[src/design/spm_pkg.sv]
//////////////////////////////////////////////////
// Scratchpad memory tile shared definitions
// Word widths, operation kinds and the request,
// response and bank-access records of the tile
//////////////////////////////////////////////////

`default_nettype none

package spm_pkg;

  // Word and link widths
  localparam int unsigned DataWidth = 32;
  localparam int unsigned StrbWidth = DataWidth / 8;
  localparam int unsigned AddrWidth = 13;
  localparam int unsigned IdWidth   = 4;

  // Maximum index widths of a bank access
  localparam int unsigned BankIdxWidth = 2;
  localparam int unsigned RowIdxWidth  = 3;
  localparam int unsigned WordIdxWidth = 10;

  typedef enum logic [1:0] {
    SPM_OP_READ   = 2'd0,
    SPM_OP_WRITE  = 2'd1,
    SPM_OP_ATOMIC = 2'd2
  } spm_op_e;

  typedef struct packed {
    spm_op_e                op;
    logic [AddrWidth-1:0]   addr;
    logic [DataWidth-1:0]   wdata;
    logic [StrbWidth-1:0]   strb;
    logic [IdWidth-1:0]     id;
  } spm_req_t;

  // Read data is zero for writes and errors
  typedef struct packed {
    logic [IdWidth-1:0]   id;
    logic [DataWidth-1:0] rdata;
    logic                 err;
  } spm_rsp_t;

  typedef struct packed {
    logic                    en;
    logic                    we;
    logic [BankIdxWidth-1:0] bank;
    logic [RowIdxWidth-1:0]  row;
    logic [WordIdxWidth-1:0] word;
    logic [DataWidth-1:0]    wdata;
    logic [StrbWidth-1:0]    strb;
  } spm_access_t;

endpackage

`default_nettype wire

[src/design/spm_ctrl.sv]
//////////////////////////////////////////////////
// Scratchpad access control
// Admits requests against response credits,
// splits the address and tracks the access stage
//////////////////////////////////////////////////

`timescale 1ns/1ps
`default_nettype none

module spm_ctrl
  import spm_pkg::*;
#(
  parameter int unsigned NumBanks     = 2,
  parameter int unsigned NumRows      = 4,
  parameter int unsigned WordsPerBank = 256,
  parameter int unsigned RspDepth     = 4
) (
  input  logic                           clk_i,
  input  logic                           rst_n_i,
  input  logic                           in_valid_i,
  input  spm_req_t                       in_req_i,
  input  logic                           in_atomic_i,
  output logic                           in_ready_o,
  output spm_access_t                    access_o,
  input  logic [$clog2(RspDepth+1)-1:0]  rsp_count_i,
  output logic                           push_o,
  output logic [IdWidth-1:0]             push_id_o,
  output logic                           push_read_o,
  output logic                           push_err_o
);

  localparam int unsigned CountWidth   = $clog2(RspDepth + 1);
  localparam int unsigned ByteOffWidth = $clog2(StrbWidth);
  localparam int unsigned WordAddrW    = AddrWidth - ByteOffWidth;
  // Words in one row of banks
  localparam int unsigned RowStride    = NumBanks * WordsPerBank;

  logic [WordAddrW-1:0]  word_addr;
  logic [CountWidth:0]   credits_used;
  logic                  accept;

  // Stage register, one entry per accepted request
  logic                  stage_valid_q;
  logic [IdWidth-1:0]    stage_id_q;
  logic                  stage_read_q;
  logic                  stage_err_q;

  // Buffered responses plus the one in flight must leave a free slot
  assign credits_used = {1'b0, rsp_count_i} + (CountWidth + 1)'(stage_valid_q);
  assign in_ready_o   = (credits_used < RspDepth);
  assign accept       = in_valid_i & in_ready_o;

  //////////////////////////////////////////////////
  // Address split, bank bits sit above the byte offset
  //////////////////////////////////////////////////
  assign word_addr = in_req_i.addr[AddrWidth-1:ByteOffWidth];

  always_comb begin
    access_o.en    = accept & ~in_atomic_i;
    access_o.we    = (in_req_i.op == SPM_OP_WRITE);
    access_o.bank  = BankIdxWidth'(word_addr % NumBanks);
    access_o.word  = WordIdxWidth'((word_addr / NumBanks) % WordsPerBank);
    access_o.row   = RowIdxWidth'(word_addr / RowStride);
    access_o.wdata = in_req_i.wdata;
    access_o.strb  = in_req_i.strb;
  end

  //////////////////////////////////////////////////
  // Access stage
  //////////////////////////////////////////////////
  always_ff @(posedge clk_i) begin
    if (!rst_n_i) begin
      stage_valid_q <= 1'b0;
    end else begin
      stage_valid_q <= accept;
    end
  end

  always_ff @(posedge clk_i) begin
    if (accept) begin
      stage_id_q   <= in_req_i.id;
      stage_read_q <= (in_req_i.op == SPM_OP_READ) & ~in_atomic_i;
      stage_err_q  <= in_atomic_i;
    end
  end

  assign push_o      = stage_valid_q;
  assign push_id_o   = stage_id_q;
  assign push_read_o = stage_read_q;
  assign push_err_o  = stage_err_q;

endmodule

`default_nettype wire

[config.mk]
export PLATFORM = sky130hd
export DESIGN_NAME = spm_ctrl
export DESIGN_NICKNAME = d
export VERILOG_FILES = /design/src/design/spm_pkg.sv /design/src/design/spm_ctrl.sv
export SDC_FILE = /design/constraint.sdc
export NUM_CORES = 1
export LEC_CHECK = 0
export BUFFER_PORTS_ARGS = -buffer_cell sky130_fd_sc_hd__buf_2
export CAP_MARGIN = 20
export CELL_PAD_IN_SITES_DETAIL_PLACEMENT = 1
export CELL_PAD_IN_SITES_GLOBAL_PLACEMENT = 1
export CORE_MARGIN = 2
export CORE_UTILIZATION = 14
export CTS_CLUSTER_SIZE = 24
export DETAILED_ROUTE_END_ITERATION = 10
export PLACE_DENSITY = 0.84
export SYNTH_ARGS = -nofsm -noshare
export SYNTH_HDL_FRONTEND = slang
export SYNTH_SLANG_ARGS = --single-unit
[constraint.sdc]
create_clock -name clk_i -period 1.97 [get_ports clk_i]
set_input_delay 0.2955 -clock clk_i [delete_from_list [all_inputs] [get_ports clk_i]]
set_output_delay 0.2955 -clock clk_i [all_outputs]
set_load 0.01 [all_outputs]
==> impl_metrics.toml <==
[clocking]
postCtsSetupRepairBufs = 0
root_buffer = "clkbuf_8"
cts_resized = 0
ctsHtreeMaxLevel = 1
insertion_delay_ps = 230
clk_pin_slew_worst_paths_ps = 40
cts.sinks = 7
cts_tree = "yes"
hold_buffers = 0
numCtsBuffers = 3
cts_max_path_buffers = 2

[synth]
syn_avg_cell_area_um2 = 9.617
syn-cell-area_um2 = 644.4
synth_seq_cells = 7
synth_warnings = 0
ys_seq_area_share_pct = 31.07
yosysUniqueCellTypes = 11
synthCells = 67

[run]
maxCapViolCount = 0

[grt]
grt_max_degree = 7
grt_first_pass_wirelength_um = 1352
grt_util_met1_pct = 1.876
antenna_found_initial = 0
top_usage_layer = "met4"
met2_usage_pct = 5.453
overflow = 0
use_met3_pct = 2.954
grtUsageTotal_pct = 3.700
grt_pass1_vias = 302

[timing]
max_freq_ghz = 0.7352
hold_viol = 0
post-route-min-period_ps = 1360
fin_skew_ps = 0.4257
finalMaxSlewViolations = 0
setup-tns-final_ps = 0
period_share_pct = 69.04
rsz0062_at_grt = "false"
setup-violations-final = 0

[power]
ir_drop_uv = 113.6
powerDensity_nw_per_um2 = 817.8
p_int_mw = 0.3273
power_frac_clock_pct = 48.5
seqPwrFrac_pct = 41.6
power_mw = 0.4093
swShare_pct = 20.03
switching_power_mw = 0.08196
comb_power_share_pct = 9.9
power_leakage_nw = 0.2139

[critical_path]
cp.required_ps = 1670
path_buf_inv = 1
reg2regPathDepth = 3
crit_family = "simple AND/OR/NAND/NOR gates"
worstSetupPathType = "reg -> out"
path_depth = 3
crit_arrival_ps = 1060
cp_slowest_cell = "dfxtp_1"
cp-end-kind = "output pin"
path_cells = "and3_4 -> nor4b_2 -> buf_2"
crit_fanout = 4
rrSetupSlack_ps = 830
cp-start-kind = "flop"
critPathMaxStageDelay_ps = 300

[die]
initial_utilization_pct = 14.70
dieArea_um2 = 5161
io_pins = 123
std_cell_rows = 24
die_width_um = 71.84
die_y_um = 71.84
core_area_um2 = 4384

[hold_path]
hp-class = "in -> reg"
hold_path_depth = 1

[route]
wirelength_um = 939
drcViolationCount = 0
drtPass1Iterations = 3
vias_per_cell = 3.061
vias = 300
routedWlPerCell_um = 9.582
first_iter_violations = 9
antenna_left = 0

[place]
place_inst = 94
port_buffers = 22
place.gp.congestion = 0.6806
postPlaceCellArea_um2 = 455.4

[finish]
nFillCells = 523
fin_util_pct = 11.42
layout_common_cells = "22 x buf_2, 6 x edfxtp_1, 4 x conb_1"
finalNetCount = 109
diodes = 0
final_area_um2 = 500.5
drive_above_1_share_pct = 60.87
area_growth_pct = -22.33
finalNonFillerCells = 98
mostFrequentLayoutCell = "buf_2"

[outcome]
status = "finished clean"
[cell usage after synthesis]
| master | count | area share, % |
|---|---|---|
| buf_4 | 51 | 59 |
| edfxtp_1 | 6 | 28 |
| nor3_1 | 2 | 1.6 |
| and3_4 | 1 | 1.7 |
| conb_1 | 1 | 0.58 |
| dfxtp_1 | 1 | 3.1 |
| nand2_1 | 1 | 0.58 |
| nor2_1 | 1 | 0.58 |
| nor2b_1 | 1 | 0.97 |
| nor3b_1 | 1 | 1.2 |
| nor4b_2 | 1 | 2.3 |
[metal layers]
layer  part of all wire, %  vias up
met2                    43       43
li1                      -      114
met4                   7.9        0
met1                    23      127
met3                    26       16
met5                     0        -
[through the flow]
| stage | hold WS, ps | setup WS, ps |
|---|---|---|
| global route | 235.9 | 560.2 |
| detailed placement | 477.4 | 738.1 |
| global placement | 471.7 | 736.6 |
| floorplan | 372.1 | 541.3 |
| CTS | 241.1 | 595.5 |
| finish | 246.5 | 609.9 |
[final cells by class]
class,count,area (µm²),share of cell area (%)
multi-input combinational,12,72.57,14.50
tap,52,65.06,13.00
timing repair buffer,23,117.6,23.50
sequential,7,200.2,40.00
clock buffer,4,45.04,9.000
[power groups by stage]
stage / sequential (mW) / clock, mW / combinational, mW
final: 0.170 / 0.199 / 0.0406
after global routing: 0.170 / 0.219 / 0.0446
after CTS: 0.170 / 0.205 / 0.0412
after detailed placement: 0.172 / 0 / 0.0410
after global placement: 0.172 / 0 / 0.0390
after floorplan: 0.176 / 0 / 0.116
[registers in the layout, summed over array words and instances (netlist names)]
signal	flops
push_err_o	1
push_read_o	1
push_o	1
push_id_o	4
[worst paths after layout]
kind / start / endpoint
worst max-delay path: push_o$_SDFF_PN0_ / access_o[52]
worst min-delay path: in_req_i[1] / push_id_o[1]$_DFFE_PP_
worst max register to register: push_o$_SDFF_PN0_ / push_err_o$_DFFE_PP_
worst min register to register: push_o$_SDFF_PN0_ / push_o$_SDFF_PN0_
[kinds of logic (layout without fill, tap and decap cells)]
group / Yosys count / in the layout / synth area share [%]
buffers and inverters: 51 / 27 / 59.42
and+or+nand+nor: 8 / 8 / 8.931
DFF: 7 / 7 / 31.07
other: 1 / 4 / 0.5820
No activity file was read; power rests on OpenSTA's default activity.
