<file path="src/design/spm_pkg.sv">
//////////////////////////////////////////////////
// Scratchpad memory tile shared definitions
// Word widths, operation kinds and the request,
// response and bank-access records of the tile
//////////////////////////////////////////////////

`default_nettype none

package spm_pkg;

  // Word and link widths
  localparam int unsigned DataWidth = 32;
  localparam int unsigned StrbWidth = DataWidth / 8;
  localparam int unsigned AddrWidth = 13;
  localparam int unsigned IdWidth   = 4;

  // Maximum index widths of a bank access
  localparam int unsigned BankIdxWidth = 2;
  localparam int unsigned RowIdxWidth  = 3;
  localparam int unsigned WordIdxWidth = 10;

  typedef enum logic [1:0] {
    SPM_OP_READ   = 2'd0,
    SPM_OP_WRITE  = 2'd1,
    SPM_OP_ATOMIC = 2'd2
  } spm_op_e;

  typedef struct packed {
    spm_op_e                op;
    logic [AddrWidth-1:0]   addr;
    logic [DataWidth-1:0]   wdata;
    logic [StrbWidth-1:0]   strb;
    logic [IdWidth-1:0]     id;
  } spm_req_t;

  // Read data is zero for writes and errors
  typedef struct packed {
    logic [IdWidth-1:0]   id;
    logic [DataWidth-1:0] rdata;
    logic                 err;
  } spm_rsp_t;

  typedef struct packed {
    logic                    en;
    logic                    we;
    logic [BankIdxWidth-1:0] bank;
    logic [RowIdxWidth-1:0]  row;
    logic [WordIdxWidth-1:0] word;
    logic [DataWidth-1:0]    wdata;
    logic [StrbWidth-1:0]    strb;
  } spm_access_t;

endpackage

`default_nettype wire

</file>
<file path="src/design/spm_rsp_buffer.sv">
//////////////////////////////////////////////////
// Response buffer
// In-order FIFO that holds responses while the
// consumer stalls
//////////////////////////////////////////////////

`timescale 1ns/1ps
`default_nettype none

module spm_rsp_buffer
  import spm_pkg::*;
#(
  parameter int unsigned RspDepth = 4
) (
  input  logic                          clk_i,
  input  logic                          rst_n_i,
  input  logic                          push_i,
  input  spm_rsp_t                      push_rsp_i,
  output logic [$clog2(RspDepth+1)-1:0] count_o,
  output logic                          rsp_valid_o,
  output spm_rsp_t                      rsp_o,
  input  logic                          rsp_ready_i
);

  localparam int unsigned PtrW = (RspDepth > 1) ? $clog2(RspDepth) : 1;

  spm_rsp_t        mem [RspDepth];
  logic [PtrW-1:0] wr_ptr_q;
  logic [PtrW-1:0] rd_ptr_q;
  logic            pop;

  assign rsp_valid_o = (count_o != '0);
  assign rsp_o       = mem[rd_ptr_q];
  assign pop         = rsp_valid_o & rsp_ready_i;

  // Control never pushes into a full buffer
  always_ff @(posedge clk_i) begin
    if (push_i) begin
      mem[wr_ptr_q] <= push_rsp_i;
    end
  end

  always_ff @(posedge clk_i) begin
    if (!rst_n_i) begin
      wr_ptr_q <= '0;
      rd_ptr_q <= '0;
      count_o  <= '0;
    end else begin
      if (push_i) begin
        wr_ptr_q <= (wr_ptr_q == PtrW'(RspDepth - 1)) ? '0 : wr_ptr_q + 1'b1;
      end
      if (pop) begin
        rd_ptr_q <= (rd_ptr_q == PtrW'(RspDepth - 1)) ? '0 : rd_ptr_q + 1'b1;
      end
      // Simultaneous push and pop leaves the count alone
      if (push_i && !pop) begin
        count_o <= count_o + 1'b1;
      end else if (pop && !push_i) begin
        count_o <= count_o - 1'b1;
      end
    end
  end

endmodule

`default_nettype wire

</file>
<file path="config.mk">
export PLATFORM = sky130hd
export DESIGN_NAME = spm_rsp_buffer
export DESIGN_NICKNAME = d
export VERILOG_FILES = /design/src/design/spm_pkg.sv /design/src/design/spm_rsp_buffer.sv
export SDC_FILE = /design/constraint.sdc
export NUM_CORES = 1
export LEC_CHECK = 0
export BUFFER_PORTS_ARGS = -buffer_cell sky130_fd_sc_hd__buf_2
export CORE_MARGIN = 8
export CORE_UTILIZATION = 61
export CTS_CLUSTER_SIZE = 28
export DETAILED_ROUTE_END_ITERATION = 10
export PLACE_DENSITY = 0.93
export SKIP_LAST_GASP = 1
export SLEW_MARGIN = 20
export SYNTH_ARGS = -nofsm -noshare
export SYNTH_HDL_FRONTEND = slang
export SYNTH_SLANG_ARGS = --single-unit
</file>
<file path="constraint.sdc">
create_clock -name clk_i -period 3.6 [get_ports clk_i]
set_input_delay 0.36 -clock clk_i [delete_from_list [all_inputs] [get_ports clk_i]]
set_output_delay 0.36 -clock clk_i [all_outputs]
set_load 0.005 [all_outputs]
</file>
==> results of run 1 <==
-- sequential cells by signal, indices dropped and copies added, names as in the netlist, named ones only --
register	cells
wr_ptr_q	2
mem	148
count_o	3
rd_ptr_q	2
-- stage by stage --
stage | instances | instance area [µm²] | utilization, % | hold slack (ps) | setup WS (ps)
5_1_grt | 474 | 6920 | 74.54 | 26.38 | 685.4
2_1_floorplan | 239 | 5849 | - | 455.0 | 1471
6_report | 474 | 6920 | 74.54 | 45.61 | 856.9
4_1_cts | 474 | 6920 | 74.54 | 32.62 | 785.0
3_5_place_dp | 442 | 6344 | 68.33 | 485.4 | 1233
3_3_place_gp | 442 | 6344 | 68.33 | 454.9 | 1353
-- worst max-delay path, cell delays in order (launching register included) --
cell	delay [ps]
dfxtp_2	750
buf_4	400
mux4_2	550
buf_2	140
-- report_power, final --
part | switching [W] | internal, W
sequential | 0.000116 | 0.00210
clock | 0.000718 | 0.000996
combinational | 0.000302 | 0.000434
total | 0.00114 | 0.00353
-- worst max-delay path by stage --
stage / start / endpoint / slack, ps / depth (start not counted)
after floorplan: count_o[0] / count_o[2] / 1470 / 7
after CTS: flip-flop / rsp_o[9] / 780 / 3
after detailed placement: count_o[0] / count_o[2] / 1230 / 7
after global routing: flip-flop / rsp_o[4] / 690 / 3
after global placement: count_o[0] / count_o[2] / 1350 / 7
final: flip-flop / rsp_o[2] / 860 / 3
-- metal layers --
metal	GRT usage, %	share of wire [%]	wire (µm)
met5	0	0	0
met4	7.098	1.2	128
met3	5.811	6.5	667
met2	26.66	49	5036
met1	20.45	43	4427
-- cells in the final DEF, fill, tap and decap left out, types with 2 or more instances in the layout --
cell / netlist / routed
and2_2: 0 / 4
buf_2: 3 / 81
buf_4: 0 / 2
bufinv_16: 0 / 2
clkbuf_16: 0 / 16
clkinv_1: 0 / 2
clkinv_4: 0 / 4
clkinvlp_4: 0 / 3
dfxtp_1: 9 / 7
dfxtp_2: 0 / 2
edfxtp_1: 148 / 148
ha_1: 6 / 6
inv_1: 3 / 3
inv_6: 0 / 3
mux2i_1: 2 / 2
mux4_1: 7 / 7
mux4_2: 30 / 30
nand2_1: 2 / 2
nand3_1: 2 / 2
nor2_1: 2 / 2
nor2b_1: 2 / 2
o21ai_0: 2 / 2
or3_1: 2 / 2
-- logic make-up after synthesis --
group	count (synthesis)
AO/OA/AOI/OAI	6
multiplexers	39
flip-flops	157
buffers and inverters	12
adder cells (fa/ha/maj)	7
XOR/XNOR	2
AND/OR/NAND/NOR	16
-- cell type report --
class	count	area (µm²)	share of cell area (%)
timing repair buffer	83	420.4	6.075
sequential	157	4627	66.86
clock buffer	17	414.1	5.984
multi-input combinational	70	1124	16.24
inverter	3	11.26	0.1627
clock inverter	15	162.7	2.350
tap	129	161.4	2.332
==> flow_summary.yaml, run 1 <==
yosys:
  post-synth-top-area-cell: "edfxtp_1"
  most_area_consuming_cells_after_synthesis: "edfxtp_1 76%, mux4_2 12%, mux4_1 3.1%"
  syn-instance-count: 239
  synthTopCellsByCount: "148 x edfxtp_1, 30 x mux4_2, 9 x dfxtp_1"
  async_reset_ff_share_pct: 0
  synth_simple_gate_area_share_pct: 1.519
  mux_share_of_post_synthesis_cell_area_pct: 15.04
  synth-compound-area-share_pct: 0.6417
  synth_enable_flop_cells: 148
  synthFlopType: "edfxtp_1"
  yosys.cell_count.top_type: "edfxtp_1"
  yosysWarnings: 0
  synth_xor_area_share_pct: 0.2995
  synthesized_area_per_cell_um2: 24.47
  synth.top_cell.area_share_pct: 75.98
  synth.ff_latch_count: 157
  synth_sequential_area_ratio_pct: 79.06
  synthAdderAreaFrac_pct: 1.626
  dominant_combinational_cell_family_by_area_after_synthesis: "multiplexers"
  netlist-cell-type-count: 27
  synth_area_mm2: 0.005849
  postSynthNetCount: 287
global_route:
  grt_start_max_net_pins: 38
  vias_in_the_first_global_route: 2801
  grt_first_pass_wirelength_mm: 15.68
  grt_remaining_overflow: 0
  number_of_antenna_violations_at_the_first_check_in_global_routing: 0
  grtUsageTotal_pct: 16.73
clock_network:
  clkSlewWorstSetupHoldPaths_ps: 70
  clock_tree.root_cell: "clkbuf_8"
  cts_made_buffers: 17
  postCtsSetupRepairBufs: 0
  cts_max_level: 4
  clk-insertion-delay-late_ps: 520
  tritoncts: "built"
  clock_tree.buffer_depth: 2
  cts_num_sinks: 157
  cts_resized: 0
  cts_hold_buf: 0
routing:
  drtPass1Iterations: 5
  drt_iter0_drc: 153
  route.detailed.wl_per_inst_um: 21.64
  dr_total_vias: 2677
  wirelength_mm: 10.26
  ant_nets: 0
  routed_via_density: 5.648
  post-route-drc-count: 0
sta:
  max_slew.worst_pin.slew_ps: 1027
  fmaxAchievable_mhz: 364.6
  final_critical_period_ps: 2743
  rsz0062_at_grt: "no"
  timing.setup.tns_ps: 0
  timing_hold_violations_final: 0
  timing.max_slew.rel_slack_pct: 31.51
  min_period_over_period_pct: 76.20
  final-setup-viol-count: 0
  slew_violations: 0
  clock_skew_ps: 7.976
hold_path:
  timing.hold.worst_endpoint: "mem[0][24]"
  timing.hold.worst.start: "push_rsp_i[24]"
  hold_depth: 1
  worst_hold_path_type: "primary input to flip-flop"
cells_and_area:
  antenna_cells_inserted: 0
  fillers: 525
  syn2layout_area_growth_pct: 18.31
  nets: 380
  final_layout_size_suffix_gt1_share_pct: 43.19
setup_path:
  worstPathArrival_ps: 2380
  timing.rr.end: "count_o[2]"
  worst_path_fanout_max: 20
  cp-start-kind: "flip-flop"
  ff2ff_setup_slack_ps: 1230
  timing_worst_setup_path_type: "flip-flop to primary output"
  crit-reg2reg-launch: "count_o[0]"
  cp_data_required_time_ps: 3240
  rr_worst_depth: 7
  setup.worst_path.end_class: "primary output"
pwr:
  total_power_w: 0.004665
  vdd_drop_max_mv: 0.4514
  powerDensity_mw_per_mm2: 674.1
  static-leakage-power_nw: 2.388
floorplanning:
  horizontal_extent_of_the_die_um: 113.9
  floorplan.die_area_mm2: 0.01298
  core_region_area_mm2: 0.009284
  number_of_standard_cell_rows_in_the_floorplan: 35
  die_height_um: 113.9
  initial_core_util_pct: 63.01
  boundaryPins: 82
placement:
  gp_congestion: 0.6641
  total_half_perimeter_wirelength_after_legalization_and_detailed_placement_mm: 6.147
  port_buffers: 81
run:
  max_cap_viol_count: 0
run_status:
  run_status: "completed"
No activity file was read; power rests on OpenSTA's default activity.
==> run 2: changes to the inputs <==
Settings changed: CORE_UTILIZATION 61 to 51, PLACE_DENSITY 0.93 to 0.84.
Clock period 3.6 ns to 2.4 ns, I/O delays scaled along.
==> flow_summary.yaml, run 2 (synthesis gave the netlist of run 1 again) <==
placement:
  port_buffers: 81
  gp_congestion: 0.6944
  total_half_perimeter_wirelength_after_legalization_and_detailed_placement_mm: 6.321
  pre_cts_slack_ps: 214.6
setup_path:
  setup.worst_path.end_class: "flip-flop"
  worstPathArrival_ps: 2520
  timing_worst_setup_path_type: "flip-flop to flip-flop"
  setup.worst_path.start: "count_o[0]"
  cp-start-kind: "flip-flop"
  worst_path_fanout_max: 5
  timing.rr.end: "count_o[2]"
  crit-reg2reg-launch: "count_o[0]"
  cp_data_required_time_ps: 2730
  rr_worst_depth: 7
  ff2ff_setup_slack_ps: 220
hold_path:
  hold_depth: 1
  timing.hold.worst_endpoint: "mem[1][1]"
  worst_hold_path_type: "primary input to flip-flop"
  timing.hold.worst.start: "push_rsp_i[1]"
global_route:
  grt_first_pass_wirelength_mm: 15.56
  number_of_antenna_violations_at_the_first_check_in_global_routing: 1
  vias_in_the_first_global_route: 2990
  grtUsageTotal_pct: 14.32
  grt_remaining_overflow: 0
  grt_start_max_net_pins: 38
floorplanning:
  boundaryPins: 82
  number_of_standard_cell_rows_in_the_floorplan: 39
  horizontal_extent_of_the_die_um: 123.1
  initial_core_util_pct: 51.67
  core_region_area_mm2: 0.01132
  floorplan.die_area_mm2: 0.01515
  die_height_um: 123.1
sta:
  timing.max_slew.rel_slack_pct: 66.21
  timing_hold_violations_final: 0
  final_critical_period_ps: 2184
  final-setup-viol-count: 0
  rsz0062_at_grt: "no"
  timing.setup.tns_ps: 0
  min_period_over_period_pct: 90.99
  clock_skew_ps: 7.141
  max_slew.worst_pin.slew_ps: 506.8
  slew_violations: 0
  fmaxAchievable_mhz: 457.9
  worst_slack_ps: 216.1
pwr:
  powerDensity_mw_per_mm2: 1025
  share_comb_of_total_power_pct: 17.1
  power.internal_w: 0.005667
  power.sequential.fraction_pct: 44.4
  clock_network_fraction_of_total_power_pct: 38.5
  switching_share_pct: 22.18
  static-leakage-power_nw: 2.475
  vdd_drop_max_mv: 0.6881
  switching_power_w: 0.001615
routing:
  routed_via_density: 5.429
  route.detailed.wl_per_inst_um: 20.50
  drt_iter0_drc: 207
  drtPass1Iterations: 4
  wirelength_mm: 10.13
  post-route-drc-count: 0
  ant_nets: 0
  dr_total_vias: 2682
clock_network:
  clkSlewWorstSetupHoldPaths_ps: 60
  tritoncts: "built"
  postCtsSetupRepairBufs: 0
  cts_hold_buf: 0
  cts_resized: 0
  clk-insertion-delay-late_ps: 420
  cts_made_buffers: 17
  cts_num_sinks: 157
  clock_tree.buffer_depth: 2
  clock_tree.root_cell: "clkbuf_16"
  cts_max_level: 4
cells_and_area:
  largest_reg_flops: 148
  most_common_cell_after_layout_fill_and_taps_aside: "edfxtp_1"
  reg_top3: "mem x148, count_o x3"
  final_layout_size_suffix_gt1_share_pct: 44.00
  syn2layout_area_growth_pct: 21.43
  nets: 387
  final_util_pct: 62.74
  most_frequent_cells_in_the_layout: "148 x edfxtp_1, 81 x buf_2, 30 x mux4_2, 17 x clkbuf_16"
  top_register: "mem"
run:
  max_cap_viol_count: 0
run_status:
  run_status: "completed"
[run 2: changes by cell type in the layout (fill, tap and decap cells not counted), moves of 2 or more]
cell        previous run  this run
bufinv_16              2         5
buf_12                 0         5
inv_6                  3         0
clkinvlp_4             3         0
clkinv_2               0         3
buf_4                  2         4
[run 2: area by class of cell]
class,count,area (µm²)
fill,773,4218
inverter,3,11.26
sequential,157,4627
multi-input combinational,70,1124
antenna,1,2.502
tap,143,178.9
clock buffer,17,425.4
timing repair buffer,90,535.5
clock inverter,13,198.9
[run 2: worst max-delay path, stage by stage (launching register included)]
cell and delay [ps]:
dfxtp_1 370, o31ai_1 340, ha_1 260, inv_1 60
fa_1 380, xor2_1 190, or3_1 300, a21boi_0 200
[run 2: worst max-delay path by stage]
stage / end / slack, ps / depth (start not counted)
floorplan: count_o[2] / 270 / 7
global placement: count_o[2] / 420 / 7
detailed placement: count_o[2] / 210 / 7
CTS: count_o[2] / 220 / 7
global route: count_o[2] / 80 / 7
finish: count_o[2] / 220 / 7
[run 2: power groups by stage]
stage / Combinational [W] / Clock (W) / Sequential (W)
after global placement: 0.00125 / 0 / 0.00327
after floorplan: 0.000875 / 0 / 0.00325
after global routing: 0.00137 / 0.00294 / 0.00325
final: 0.00125 / 0.00281 / 0.00323
after CTS: 0.00129 / 0.00285 / 0.00323
after detailed placement: 0.00128 / 0 / 0.00329
[run 2: routing by layer]
metal  track usage, %  share of wire (%)  routed length, µm  vias up
li1                 -                  -                  -     1211
met1            15.45                 39               3963     1380
met2            24.70                 52               5309       77
met3            5.388                6.5                660       14
met4            6.546                1.9                194        0
met5                0                  0                  0        -
[run 2: metrics by stage]
step / power, W / instances / hold slack [ps] / cell area, µm²
detailed placement: 0.004573 / 463 / 456.7 / 6476
global placement: 0.004526 / 463 / 450.0 / 6476
CTS: 0.007378 / 493 / 20.72 / 7101
global route: 0.007558 / 493 / 25.24 / 7101
finish: 0.007282 / 494 / 34.14 / 7103
floorplan: 0.004125 / 239 / 338.9 / 5849
